$ cat config.mk
export PLATFORM = sky130hd
export DESIGN_NAME = cpuTop
export DESIGN_NICKNAME = d
export VERILOG_FILES = /design/src/rtl/corePkg.sv /design/src/rtl/isaPkg.sv /design/src/rtl/cpuSequencer.sv /design/src/rtl/cpuTop.sv /design/src/rtl/integerExecute.sv /design/src/rtl/registerFile.sv
export SDC_FILE = /design/constraint.sdc
export NUM_CORES = 2
export LEC_CHECK = 0
export ABC_AREA = 0
export BUFFER_PORTS_ARGS = -buffer_cell sky130_fd_sc_hd__buf_2
export CAP_MARGIN = 25
export CORE_AREA = 4 4 407 409
export DETAILED_ROUTE_END_ITERATION = 8
export DIE_AREA = 0 0 411 413
export PLACE_DENSITY = 0.64
export RECOVER_POWER = 100
export SLEW_MARGIN = 20
export SYNTH_ARGS = -nofsm -noshare
export SYNTH_HDL_FRONTEND = slang
export SYNTH_SLANG_ARGS = --single-unit
$ cat constraint.sdc
create_clock -name clk -period 51.9 [get_ports clk]
set_clock_uncertainty 0.2 [all_clocks]
set_input_delay 12.975 -clock clk [delete_from_list [all_inputs] [get_ports clk]]
set_output_delay 12.975 -clock clk [all_outputs]
set_load 0.01 [all_outputs]
$ cat src/rtl/corePkg.sv
`default_nettype none

package corePkg;

  localparam int wordWidth = 32;

  // Byte step of the stack pointer per push or pop
  localparam int stackStep   = 4;
  localparam int shortLength = 4;
  localparam int longLength  = 8;

  // Registers with a fixed role
  localparam int stackPointerIndex = 0;
  localparam int flagIndex         = 1;

  // Sequencer modes
  localparam logic [2:0] modeFetchReq    = 3'd0;
  localparam logic [2:0] modeFetchWait   = 3'd1;
  localparam logic [2:0] modeOperandRead = 3'd2;
  localparam logic [2:0] modeConstWait   = 3'd3;
  localparam logic [2:0] modeDataReq     = 3'd4;
  localparam logic [2:0] modeDataWait    = 3'd5;
  localparam logic [2:0] modeRetire      = 3'd6;

  // Stack pointer adjust codes
  localparam logic [1:0] stackHold = 2'd0;
  localparam logic [1:0] stackUp   = 2'd1;
  localparam logic [1:0] stackDown = 2'd2;

endpackage

`default_nettype wire

$ cat src/rtl/isaPkg.sv
`default_nettype none

package isaPkg;

  // Opcode byte values
  localparam logic [7:0] opMovRC     = 8'h01;
  localparam logic [7:0] opMovRR     = 8'h02;
  localparam logic [7:0] opMovRdC    = 8'h03;
  localparam logic [7:0] opMovRdR    = 8'h04;
  localparam logic [7:0] opMovRdRo   = 8'h05;
  localparam logic [7:0] opMovdCR    = 8'h06;
  localparam logic [7:0] opMovdRoR   = 8'h07;
  localparam logic [7:0] opPushR     = 8'h10;
  localparam logic [7:0] opPopR      = 8'h11;
  localparam logic [7:0] opCallR     = 8'h12;
  localparam logic [7:0] opRet       = 8'h13;
  localparam logic [7:0] opCmpRR     = 8'h20;
  localparam logic [7:0] opCmpRC     = 8'h21;
  localparam logic [7:0] opJmpC      = 8'h30;
  localparam logic [7:0] opJeC       = 8'h31;
  localparam logic [7:0] opJneC      = 8'h32;
  localparam logic [7:0] opAddRC     = 8'h40;
  localparam logic [7:0] opAddRR     = 8'h41;
  localparam logic [7:0] opIncR      = 8'h42;
  localparam logic [7:0] opDecR      = 8'h43;
  localparam logic [7:0] opMulAddRRC = 8'h44;

  // Byte lanes of the instruction word
  localparam int opcodeLsb = 0;
  localparam int regALsb   = 8;
  localparam int regBLsb   = 16;

  // Register 1 seen as a word or as compare bits
  typedef union packed {
    logic [31:0] word;
    struct packed {
      logic [28:0] unused;
      logic        greater;
      logic        less;
      logic        equal;
    } bits;
  } flagWord;

  // Followed by a constant word
  function automatic logic isLongOp(input logic [7:0] op);
    return op inside {opMovRC, opMovRdC, opMovRdRo, opMovdCR, opMovdRoR, opCmpRC,
                      opJmpC, opJeC, opJneC, opAddRC, opMulAddRRC};
  endfunction

  function automatic logic isLoadOp(input logic [7:0] op);
    return op inside {opMovRdC, opMovRdR, opMovRdRo, opPopR, opRet};
  endfunction

  function automatic logic isStoreOp(input logic [7:0] op);
    return op inside {opMovdCR, opMovdRoR, opPushR, opCallR};
  endfunction

endpackage

`default_nettype wire

$ cat src/rtl/cpuSequencer.sv
`timescale 1ns/100ps
`default_nettype none

module cpuSequencer #(
  parameter int regCount = 16
) (
  input  logic                          clk,
  input  logic                          reset,
  input  logic [corePkg::wordWidth-1:0] ramIn,
  input  logic                          readAck,
  input  logic                          writeAck,
  input  logic [corePkg::wordWidth-1:0] operandA,
  input  logic [corePkg::wordWidth-1:0] operandB,
  input  logic [corePkg::wordWidth-1:0] stackPointer,
  input  isaPkg::flagWord               flags,
  output logic [corePkg::wordWidth-1:0] ramAddress,
  output logic [corePkg::wordWidth-1:0] ramOut,
  output logic                          readReq,
  output logic                          writeReq,
  output logic [7:0]                    opCode,
  output logic [corePkg::wordWidth-1:0] constWord,
  output logic [$clog2(regCount)-1:0]   readAddressA,
  output logic [$clog2(regCount)-1:0]   readAddressB,
  output logic                          captureOperands,
  output logic                          writeEnable,
  output logic [$clog2(regCount)-1:0]   writeAddress,
  output logic [corePkg::wordWidth-1:0] writeData,
  output logic [1:0]                    stackAdjust,
  output logic                          flagWrite,
  input  logic [corePkg::wordWidth-1:0] result
);

  localparam int addrBits = $clog2(regCount);

  logic [2:0]                    mode;
  logic [corePkg::wordWidth-1:0] ip;
  logic [corePkg::wordWidth-1:0] nextIp;
  logic [corePkg::wordWidth-1:0] loadData;
  logic [corePkg::wordWidth-1:0] dataAddress;
  logic [corePkg::wordWidth-1:0] storeData;
  logic                          isLoad;
  logic                          isStore;
  logic                          branchTaken;
  logic                          writesRegister;
  logic                          retire;

  assign isLoad  = isaPkg::isLoadOp(opCode);
  assign isStore = isaPkg::isStoreOp(opCode);
  assign retire  = (mode == corePkg::modeRetire);

  // Mode stepping and request pulses
  always_ff @(posedge clk or posedge reset)
  begin
    if (reset)
    begin
      mode     <= corePkg::modeFetchReq;
      ip       <= '0;
      opCode   <= '0;
      readReq  <= 1'b0;
      writeReq <= 1'b0;
    end
    else
    begin
      // Requests last a single cycle
      readReq  <= 1'b0;
      writeReq <= 1'b0;
      case (mode)
        corePkg::modeFetchReq:
        begin
          readReq <= 1'b1;
          mode    <= corePkg::modeFetchWait;
        end
        corePkg::modeFetchWait:
          if (readAck)
          begin
            opCode <= ramIn[isaPkg::opcodeLsb +: 8];
            mode   <= corePkg::modeOperandRead;
          end
        corePkg::modeOperandRead:
          if (isaPkg::isLongOp(opCode))
          begin
            // Constant sits right after the opcode word
            readReq <= 1'b1;
            mode    <= corePkg::modeConstWait;
          end
          else
            mode <= (isLoad || isStore) ? corePkg::modeDataReq : corePkg::modeRetire;
        corePkg::modeConstWait:
          if (readAck)
            mode <= (isLoad || isStore) ? corePkg::modeDataReq : corePkg::modeRetire;
        corePkg::modeDataReq:
        begin
          readReq  <= isLoad;
          writeReq <= isStore;
          mode     <= corePkg::modeDataWait;
        end
        corePkg::modeDataWait:
          if ((isLoad && readAck) || (isStore && writeAck))
            mode <= corePkg::modeRetire;
        corePkg::modeRetire:
        begin
          ip   <= nextIp;
          mode <= corePkg::modeFetchReq;
        end
        default:
          mode <= corePkg::modeFetchReq;
      endcase
    end
  end

  // Address, fields and captured words
  always_ff @(posedge clk)
  begin
    case (mode)
      corePkg::modeFetchReq:
        ramAddress <= ip;
      corePkg::modeFetchWait:
        if (readAck)
        begin
          readAddressA <= ramIn[isaPkg::regALsb +: addrBits];
          readAddressB <= ramIn[isaPkg::regBLsb +: addrBits];
        end
      corePkg::modeOperandRead:
        ramAddress <= ip + corePkg::shortLength;
      corePkg::modeConstWait:
        if (readAck)
          constWord <= ramIn;
      corePkg::modeDataReq:
      begin
        ramAddress <= dataAddress;
        ramOut     <= storeData;
      end
      corePkg::modeDataWait:
        if (readAck)
          loadData <= ramIn;
      default:
      begin
      end
    endcase
  end

  // Data address and store word per opcode
  always_comb
  begin
    storeData = operandB;
    case (opCode)
      isaPkg::opMovdCR:  dataAddress = constWord;
      isaPkg::opMovRdC:  dataAddress = constWord;
      isaPkg::opMovRdRo: dataAddress = constWord + operandB;
      isaPkg::opMovdRoR: dataAddress = constWord + operandA;
      isaPkg::opMovRdR:  dataAddress = operandB;
      isaPkg::opPopR:    dataAddress = stackPointer - corePkg::stackStep;
      isaPkg::opRet:     dataAddress = stackPointer - corePkg::stackStep;
      default:           dataAddress = stackPointer;
    endcase
    if (opCode == isaPkg::opPushR)
      storeData = operandA;
    // Return address is the call itself
    if (opCode == isaPkg::opCallR)
      storeData = ip;
  end

  // Flag test for conditional jumps
  assign branchTaken = (opCode == isaPkg::opJmpC)
                    || (opCode == isaPkg::opJeC && flags.bits.equal)
                    || (opCode == isaPkg::opJneC && !flags.bits.equal);

  always_comb
  begin
    if (branchTaken)
      nextIp = constWord;
    else if (opCode == isaPkg::opCallR)
      nextIp = operandA;
    else if (opCode == isaPkg::opRet)
      nextIp = loadData + corePkg::shortLength;
    else if (isaPkg::isLongOp(opCode))
      nextIp = ip + corePkg::longLength;
    else
      nextIp = ip + corePkg::shortLength;
  end

  assign writesRegister = opCode inside {isaPkg::opMovRC, isaPkg::opMovRR, isaPkg::opMovRdC,
                                         isaPkg::opMovRdR, isaPkg::opMovRdRo, isaPkg::opPopR,
                                         isaPkg::opAddRC, isaPkg::opAddRR, isaPkg::opIncR,
                                         isaPkg::opDecR, isaPkg::opMulAddRRC};

  // Retire strobes
  assign captureOperands = (mode == corePkg::modeOperandRead);
  assign writeEnable     = retire && writesRegister;
  assign writeAddress    = readAddressA;
  assign flagWrite       = retire && (opCode == isaPkg::opCmpRR || opCode == isaPkg::opCmpRC);

  always_comb
  begin
    if (opCode == isaPkg::opMovRC)
      writeData = constWord;
    else if (isLoad)
      writeData = loadData;
    else if (opCode == isaPkg::opMovRR)
      writeData = operandB;
    else
      writeData = result;
  end

  always_comb
  begin
    stackAdjust = corePkg::stackHold;
    if (retire && (opCode == isaPkg::opPushR || opCode == isaPkg::opCallR))
      stackAdjust = corePkg::stackUp;
    else if (retire && (opCode == isaPkg::opPopR || opCode == isaPkg::opRet))
      stackAdjust = corePkg::stackDown;
  end

endmodule

`default_nettype wire

$ cat src/rtl/cpuTop.sv
`timescale 1ns/100ps
`default_nettype none

module cpuTop #(
  parameter int regCount = 16
) (
  input  logic                          clk,
  input  logic                          reset,
  input  logic [corePkg::wordWidth-1:0] ramIn,
  input  logic                          readAck,
  input  logic                          writeAck,
  output logic [corePkg::wordWidth-1:0] ramAddress,
  output logic [corePkg::wordWidth-1:0] ramOut,
  output logic                          readReq,
  output logic                          writeReq
);

  logic [corePkg::wordWidth-1:0] operandA;
  logic [corePkg::wordWidth-1:0] operandB;
  logic [corePkg::wordWidth-1:0] stackPointer;
  logic [corePkg::wordWidth-1:0] constWord;
  logic [corePkg::wordWidth-1:0] result;
  logic [corePkg::wordWidth-1:0] writeData;
  logic [$clog2(regCount)-1:0]   readAddressA;
  logic [$clog2(regCount)-1:0]   readAddressB;
  logic [$clog2(regCount)-1:0]   writeAddress;
  logic [7:0]                    opCode;
  logic [1:0]                    stackAdjust;
  logic                          captureOperands;
  logic                          writeEnable;
  logic                          flagWrite;
  isaPkg::flagWord               flags;
  isaPkg::flagWord               flagValue;

  // Control and RAM port
  cpuSequencer #(
    .regCount(regCount)
  ) i_cpuSequencer (
    .clk            (clk),
    .reset          (reset),
    .ramIn          (ramIn),
    .readAck        (readAck),
    .writeAck       (writeAck),
    .operandA       (operandA),
    .operandB       (operandB),
    .stackPointer   (stackPointer),
    .flags          (flags),
    .ramAddress     (ramAddress),
    .ramOut         (ramOut),
    .readReq        (readReq),
    .writeReq       (writeReq),
    .opCode         (opCode),
    .constWord      (constWord),
    .readAddressA   (readAddressA),
    .readAddressB   (readAddressB),
    .captureOperands(captureOperands),
    .writeEnable    (writeEnable),
    .writeAddress   (writeAddress),
    .writeData      (writeData),
    .stackAdjust    (stackAdjust),
    .flagWrite      (flagWrite),
    .result         (result)
  );

  registerFile #(
    .regCount(regCount)
  ) i_registerFile (
    .clk            (clk),
    .reset          (reset),
    .readAddressA   (readAddressA),
    .readAddressB   (readAddressB),
    .captureOperands(captureOperands),
    .writeEnable    (writeEnable),
    .writeAddress   (writeAddress),
    .writeData      (writeData),
    .stackAdjust    (stackAdjust),
    .flagWrite      (flagWrite),
    .flagValue      (flagValue),
    .operandA       (operandA),
    .operandB       (operandB),
    .stackPointer   (stackPointer),
    .flags          (flags)
  );

  // Combinational unit sampled at retire
  integerExecute i_integerExecute (
    .opCode   (opCode),
    .operandA (operandA),
    .operandB (operandB),
    .constWord(constWord),
    .result   (result),
    .flagValue(flagValue)
  );

endmodule

`default_nettype wire

$ cat src/rtl/integerExecute.sv
`timescale 1ns/100ps
`default_nettype none

module integerExecute (
  input  logic [7:0]                    opCode,
  input  logic [corePkg::wordWidth-1:0] operandA,
  input  logic [corePkg::wordWidth-1:0] operandB,
  input  logic [corePkg::wordWidth-1:0] constWord,
  output logic [corePkg::wordWidth-1:0] result,
  output isaPkg::flagWord               flagValue
);

  logic [corePkg::wordWidth-1:0] compareWith;

  // Arithmetic wraps at 32 bits
  always_comb
  begin
    case (opCode)
      isaPkg::opAddRC:
        result = operandA + constWord;
      isaPkg::opAddRR:
        result = operandA + operandB;
      isaPkg::opIncR:
        result = operandA + 32'd1;
      isaPkg::opDecR:
        result = operandA - 32'd1;
      isaPkg::opMulAddRRC:
        result = operandA + operandB * constWord;
      default:
        result = '0;
    endcase
  end

  // Second compare operand from register or constant
  assign compareWith = (opCode == isaPkg::opCmpRC) ? constWord : operandB;

  // Unsigned compare bits
  always_comb
  begin
    flagValue              = '0;
    flagValue.bits.equal   = (operandA == compareWith);
    flagValue.bits.less    = (operandA < compareWith);
    flagValue.bits.greater = (operandA > compareWith);
  end

endmodule

`default_nettype wire

$ cat src/rtl/registerFile.sv
`timescale 1ns/100ps
`default_nettype none

module registerFile #(
  parameter int regCount = 16
) (
  input  logic                          clk,
  input  logic                          reset,
  input  logic [$clog2(regCount)-1:0]   readAddressA,
  input  logic [$clog2(regCount)-1:0]   readAddressB,
  input  logic                          captureOperands,
  input  logic                          writeEnable,
  input  logic [$clog2(regCount)-1:0]   writeAddress,
  input  logic [corePkg::wordWidth-1:0] writeData,
  input  logic [1:0]                    stackAdjust,
  input  logic                          flagWrite,
  input  isaPkg::flagWord               flagValue,
  output logic [corePkg::wordWidth-1:0] operandA,
  output logic [corePkg::wordWidth-1:0] operandB,
  output logic [corePkg::wordWidth-1:0] stackPointer,
  output isaPkg::flagWord               flags
);

  logic [corePkg::wordWidth-1:0] regs [regCount];

  always_ff @(posedge clk or posedge reset)
  begin
    if (reset)
    begin
      for (int i = 0; i < regCount; i++)
        regs[i] <= '0;
    end
    else
    begin
      // Stack step first
      case (stackAdjust)
        corePkg::stackUp:
          regs[corePkg::stackPointerIndex] <= stackPointer + corePkg::stackStep;
        corePkg::stackDown:
          regs[corePkg::stackPointerIndex] <= stackPointer - corePkg::stackStep;
        default:
        begin
        end
      endcase
      if (flagWrite)
        regs[corePkg::flagIndex] <= flagValue.word;
      // Data write wins, so a pop into the stack pointer keeps the loaded word
      if (writeEnable)
        regs[writeAddress] <= writeData;
    end
  end

  // Operands held through the rest of the instruction
  always_ff @(posedge clk)
  begin
    if (captureOperands)
    begin
      operandA <= regs[readAddressA];
      operandB <= regs[readAddressB];
    end
  end

  assign stackPointer = regs[corePkg::stackPointerIndex];
  assign flags        = regs[corePkg::flagIndex];

endmodule

`default_nettype wire

==> impl_metrics.toml <==
[synth]
synth_top_cell_by_area = "dfrtp_1"
syn_inst = 6547
synthTopCellsByCount = "nand2_1, o21ai_0, dfrtp_1"
synth_flop_cell = "dfrtp_1"
yosysWarnings = 0
async_flop_share = 0.736
synth_top_cell_area_share = 0.216
synth_fp_nets = 7279
synthTopCellsByArea = "dfrtp_1, fa_1, mux4_2, edfxtp_1, ha_1"
yosysMostFrequentCell = "nand2_1"
synth_edf_count = 200
synth.avg_cell_area_sq_um = 9.87
seq_area_frac_synth = 0.309
synth-seq-cells = 757
synthDistinctLibCells = 101
netlist_area_sq_um = 64600

[critical_path]
crit_path_end_kind = "async pin"
critPathMaxFanout = 163
worst_ep_required_time_ps = 51630
start_kind = "input port"
critPathArrivalTime_ps = 27510
slowest_stage = "clkbuf_1"
timing_worst_setup_path_type = "input port to async pin"
cpMostUsedCell = "clkbuf_1"
worst_path_dominant_cell_family = "buffers and inverters"
cp_num_buf_inv = 5
slowest_delay_ps = 6160
path_cells = "buf_2, clkinvlp_2, clkbuf_1, clkbuf_1, clkbuf_1"

[worst_hold_path]
worst_hold_path_type = "flip-flop to flip-flop"

[grt]
grt_overflow = 0
grt_pass1_vias = 53400
grt_pass1_wl_microns = 378000
grt_use_total = 0.306
grt_max_degree = 164
antenna_found_initial = 18

[floorplan]
die-area_sq_um = 170000
die_w_microns = 411
ios = 102
die_h_microns = 413
start_util = 0.399
core_region_area_sq_um = 162000
rows = 148

[layout]
top_register = "i_registerFile.regs"
area_growth_pct = 8.24
utilization = 0.432
post_route_cells_drive_above_1_share = 0.112
largest_register_ffs = 448
nNetsFinal = 7174

[clock_network]
clockRootBuffer = "clkbuf_16"
cts_max_path_buffers = 3
clk-insertion-delay-late_ps = 740
numClockSinks = 757
clk_pin_slew_ps = 60
cts_tree = "yes"
cts_setup_buffers = 0
cts_max_level = 3
cts_resized = 0
cts_hold_buf = 0
numCtsBuffers = 85

[outcome]
status = "finished with violations"
violations = "max-capacitance violations, max-slew violations"

[drt]
firstDrtPassIters = 8
wl_microns = 261000
avgRoutedWirePerCell_microns = 30.0
vias_per_cell = 6.13
vias = 53300
ant_nets = 0
wl_met2_microns = 116000
drt_iter0_markers = 6279
top_layer = "met5"
wl_met3_microns = 26500
drc_errors = 0
wl_met1_microns = 98800

[timing]
min_period_ps = 27780
worstMarginPinSlew_ps = 8620
finalHoldViolations = 0
setup_tns_ps = 0
setup_viol = 0
rsz0062_at_grt = "no"
fin_crit_sh = 0.535
max_freq_mhz = 36.0
max_slew_margin = -4.75
slew_violations = 1569

[flow_run]
cap_violations = 38

[placed_design]
dp_hpwl_microns = 187000
portBuffers = 101
gp_congestion = 1.06

[pwr]
irDropWorstVdd_mv = 0.0266
power.leakage_uw = 0.0296
p_per_area_nw_per_um2 = 17.9
==> layout by cell type (no fill, tap or decap), drive strengths merged, types with 37 or more instances in the layout <==
master	instances
a211oi	40
a21o	48
a21oi	343
a221oi	64
and2	325
and3	45
buf	165
clkbuf	276
dfrtp	557
edfxtp	200
fa	441
ha	255
inv	549
mux2	59
mux2i	57
mux4	320
nand2	793
nand3	120
nand4	37
nor2	310
nor3	84
o211ai	38
o21ai	634
xnor2	189
xor2	93
==> area by class of cell <==
cell class / count / area [sq um]
antenna: 5 / 12.5
clock buffer: 125 / 2490
clock inverter: 30 / 348
fill: 15600 / 92100
inverter: 547 / 2060
multi-input combinational: 4735 / 40600
sequential: 757 / 19900
tap: 2175 / 2720
timing repair buffer: 316 / 1800
==> metal layers <==
layer,vias up,global-route usage
met2,2849,0.474
met4,8,0.182
li1,22600,-
met1,27000,0.391
met3,776,0.0728
met5,-,0
==> worst paths after layout <==
path	start	end	slack, ps	depth (start not counted)
setup reg to reg	i_registerFile.operandB[4]	i_registerFile.regs[58]	39310	23
hold / removal	i_registerFile.regs[297]	i_registerFile.regs[297]	300	2
hold reg to reg	i_registerFile.regs[297]	i_registerFile.regs[297]	300	2
setup / recovery	reset	i_registerFile.regs[135]	24120	5
min in group asynchronous	reset	i_registerFile.regs[390]	13520	2
max in group clk	readAck	i_cpuSequencer.constWord[26]	35280	4
==> stage by stage <==
| stage | total power, uW | hold slack [ps] | instances | cell area [sq um] | worst slack (ps) |
|---|---|---|---|---|---|
| after floorplan | 633 | 260 | 6547 | 64600 | 23150 |
| after detailed placement | 642 | 287 | 8526 | 67500 | 35440 |
| after global routing | 1290 | 326 | 8685 | 69900 | 21030 |
| final | 1250 | 298 | 8690 | 69900 | 24120 |
| after CTS | 1260 | 300 | 8681 | 70400 | 36190 |
| after global placement | 642 | 274 | 8526 | 67500 | 35490 |
==> power by group <==
part / switching [uW] / internal (uW)
sequential: 4.47 / 612
combinational: 12.0 / 2.00
clock: 259 / 359
total: 276 / 973
==> cells by family after synthesis <==
kind of cell | share of synthesized area
AO/OA/AOI/OAI | 0.135
XOR/XNOR | 0.0386
adder cells (fa/ha/maj) | 0.186
buffers and inverters | 0.0635
flip-flops | 0.309
multiplexers | 0.131
AND/OR/NAND/NOR | 0.138
==> worst reg2reg max path: cells and delay by family, from the launching register on <==
| family | cells | cell delay (ps) |
|---|---|---|
| buf+inv | 3 | 1970 |
| flops | 1 | 320 |
| fa+ha+maj | 10 | 4430 |
| xor+xnor | 1 | 190 |
| compound gates | 9 | 5200 |
Note: power is estimated with default switching activity, not from simulation.
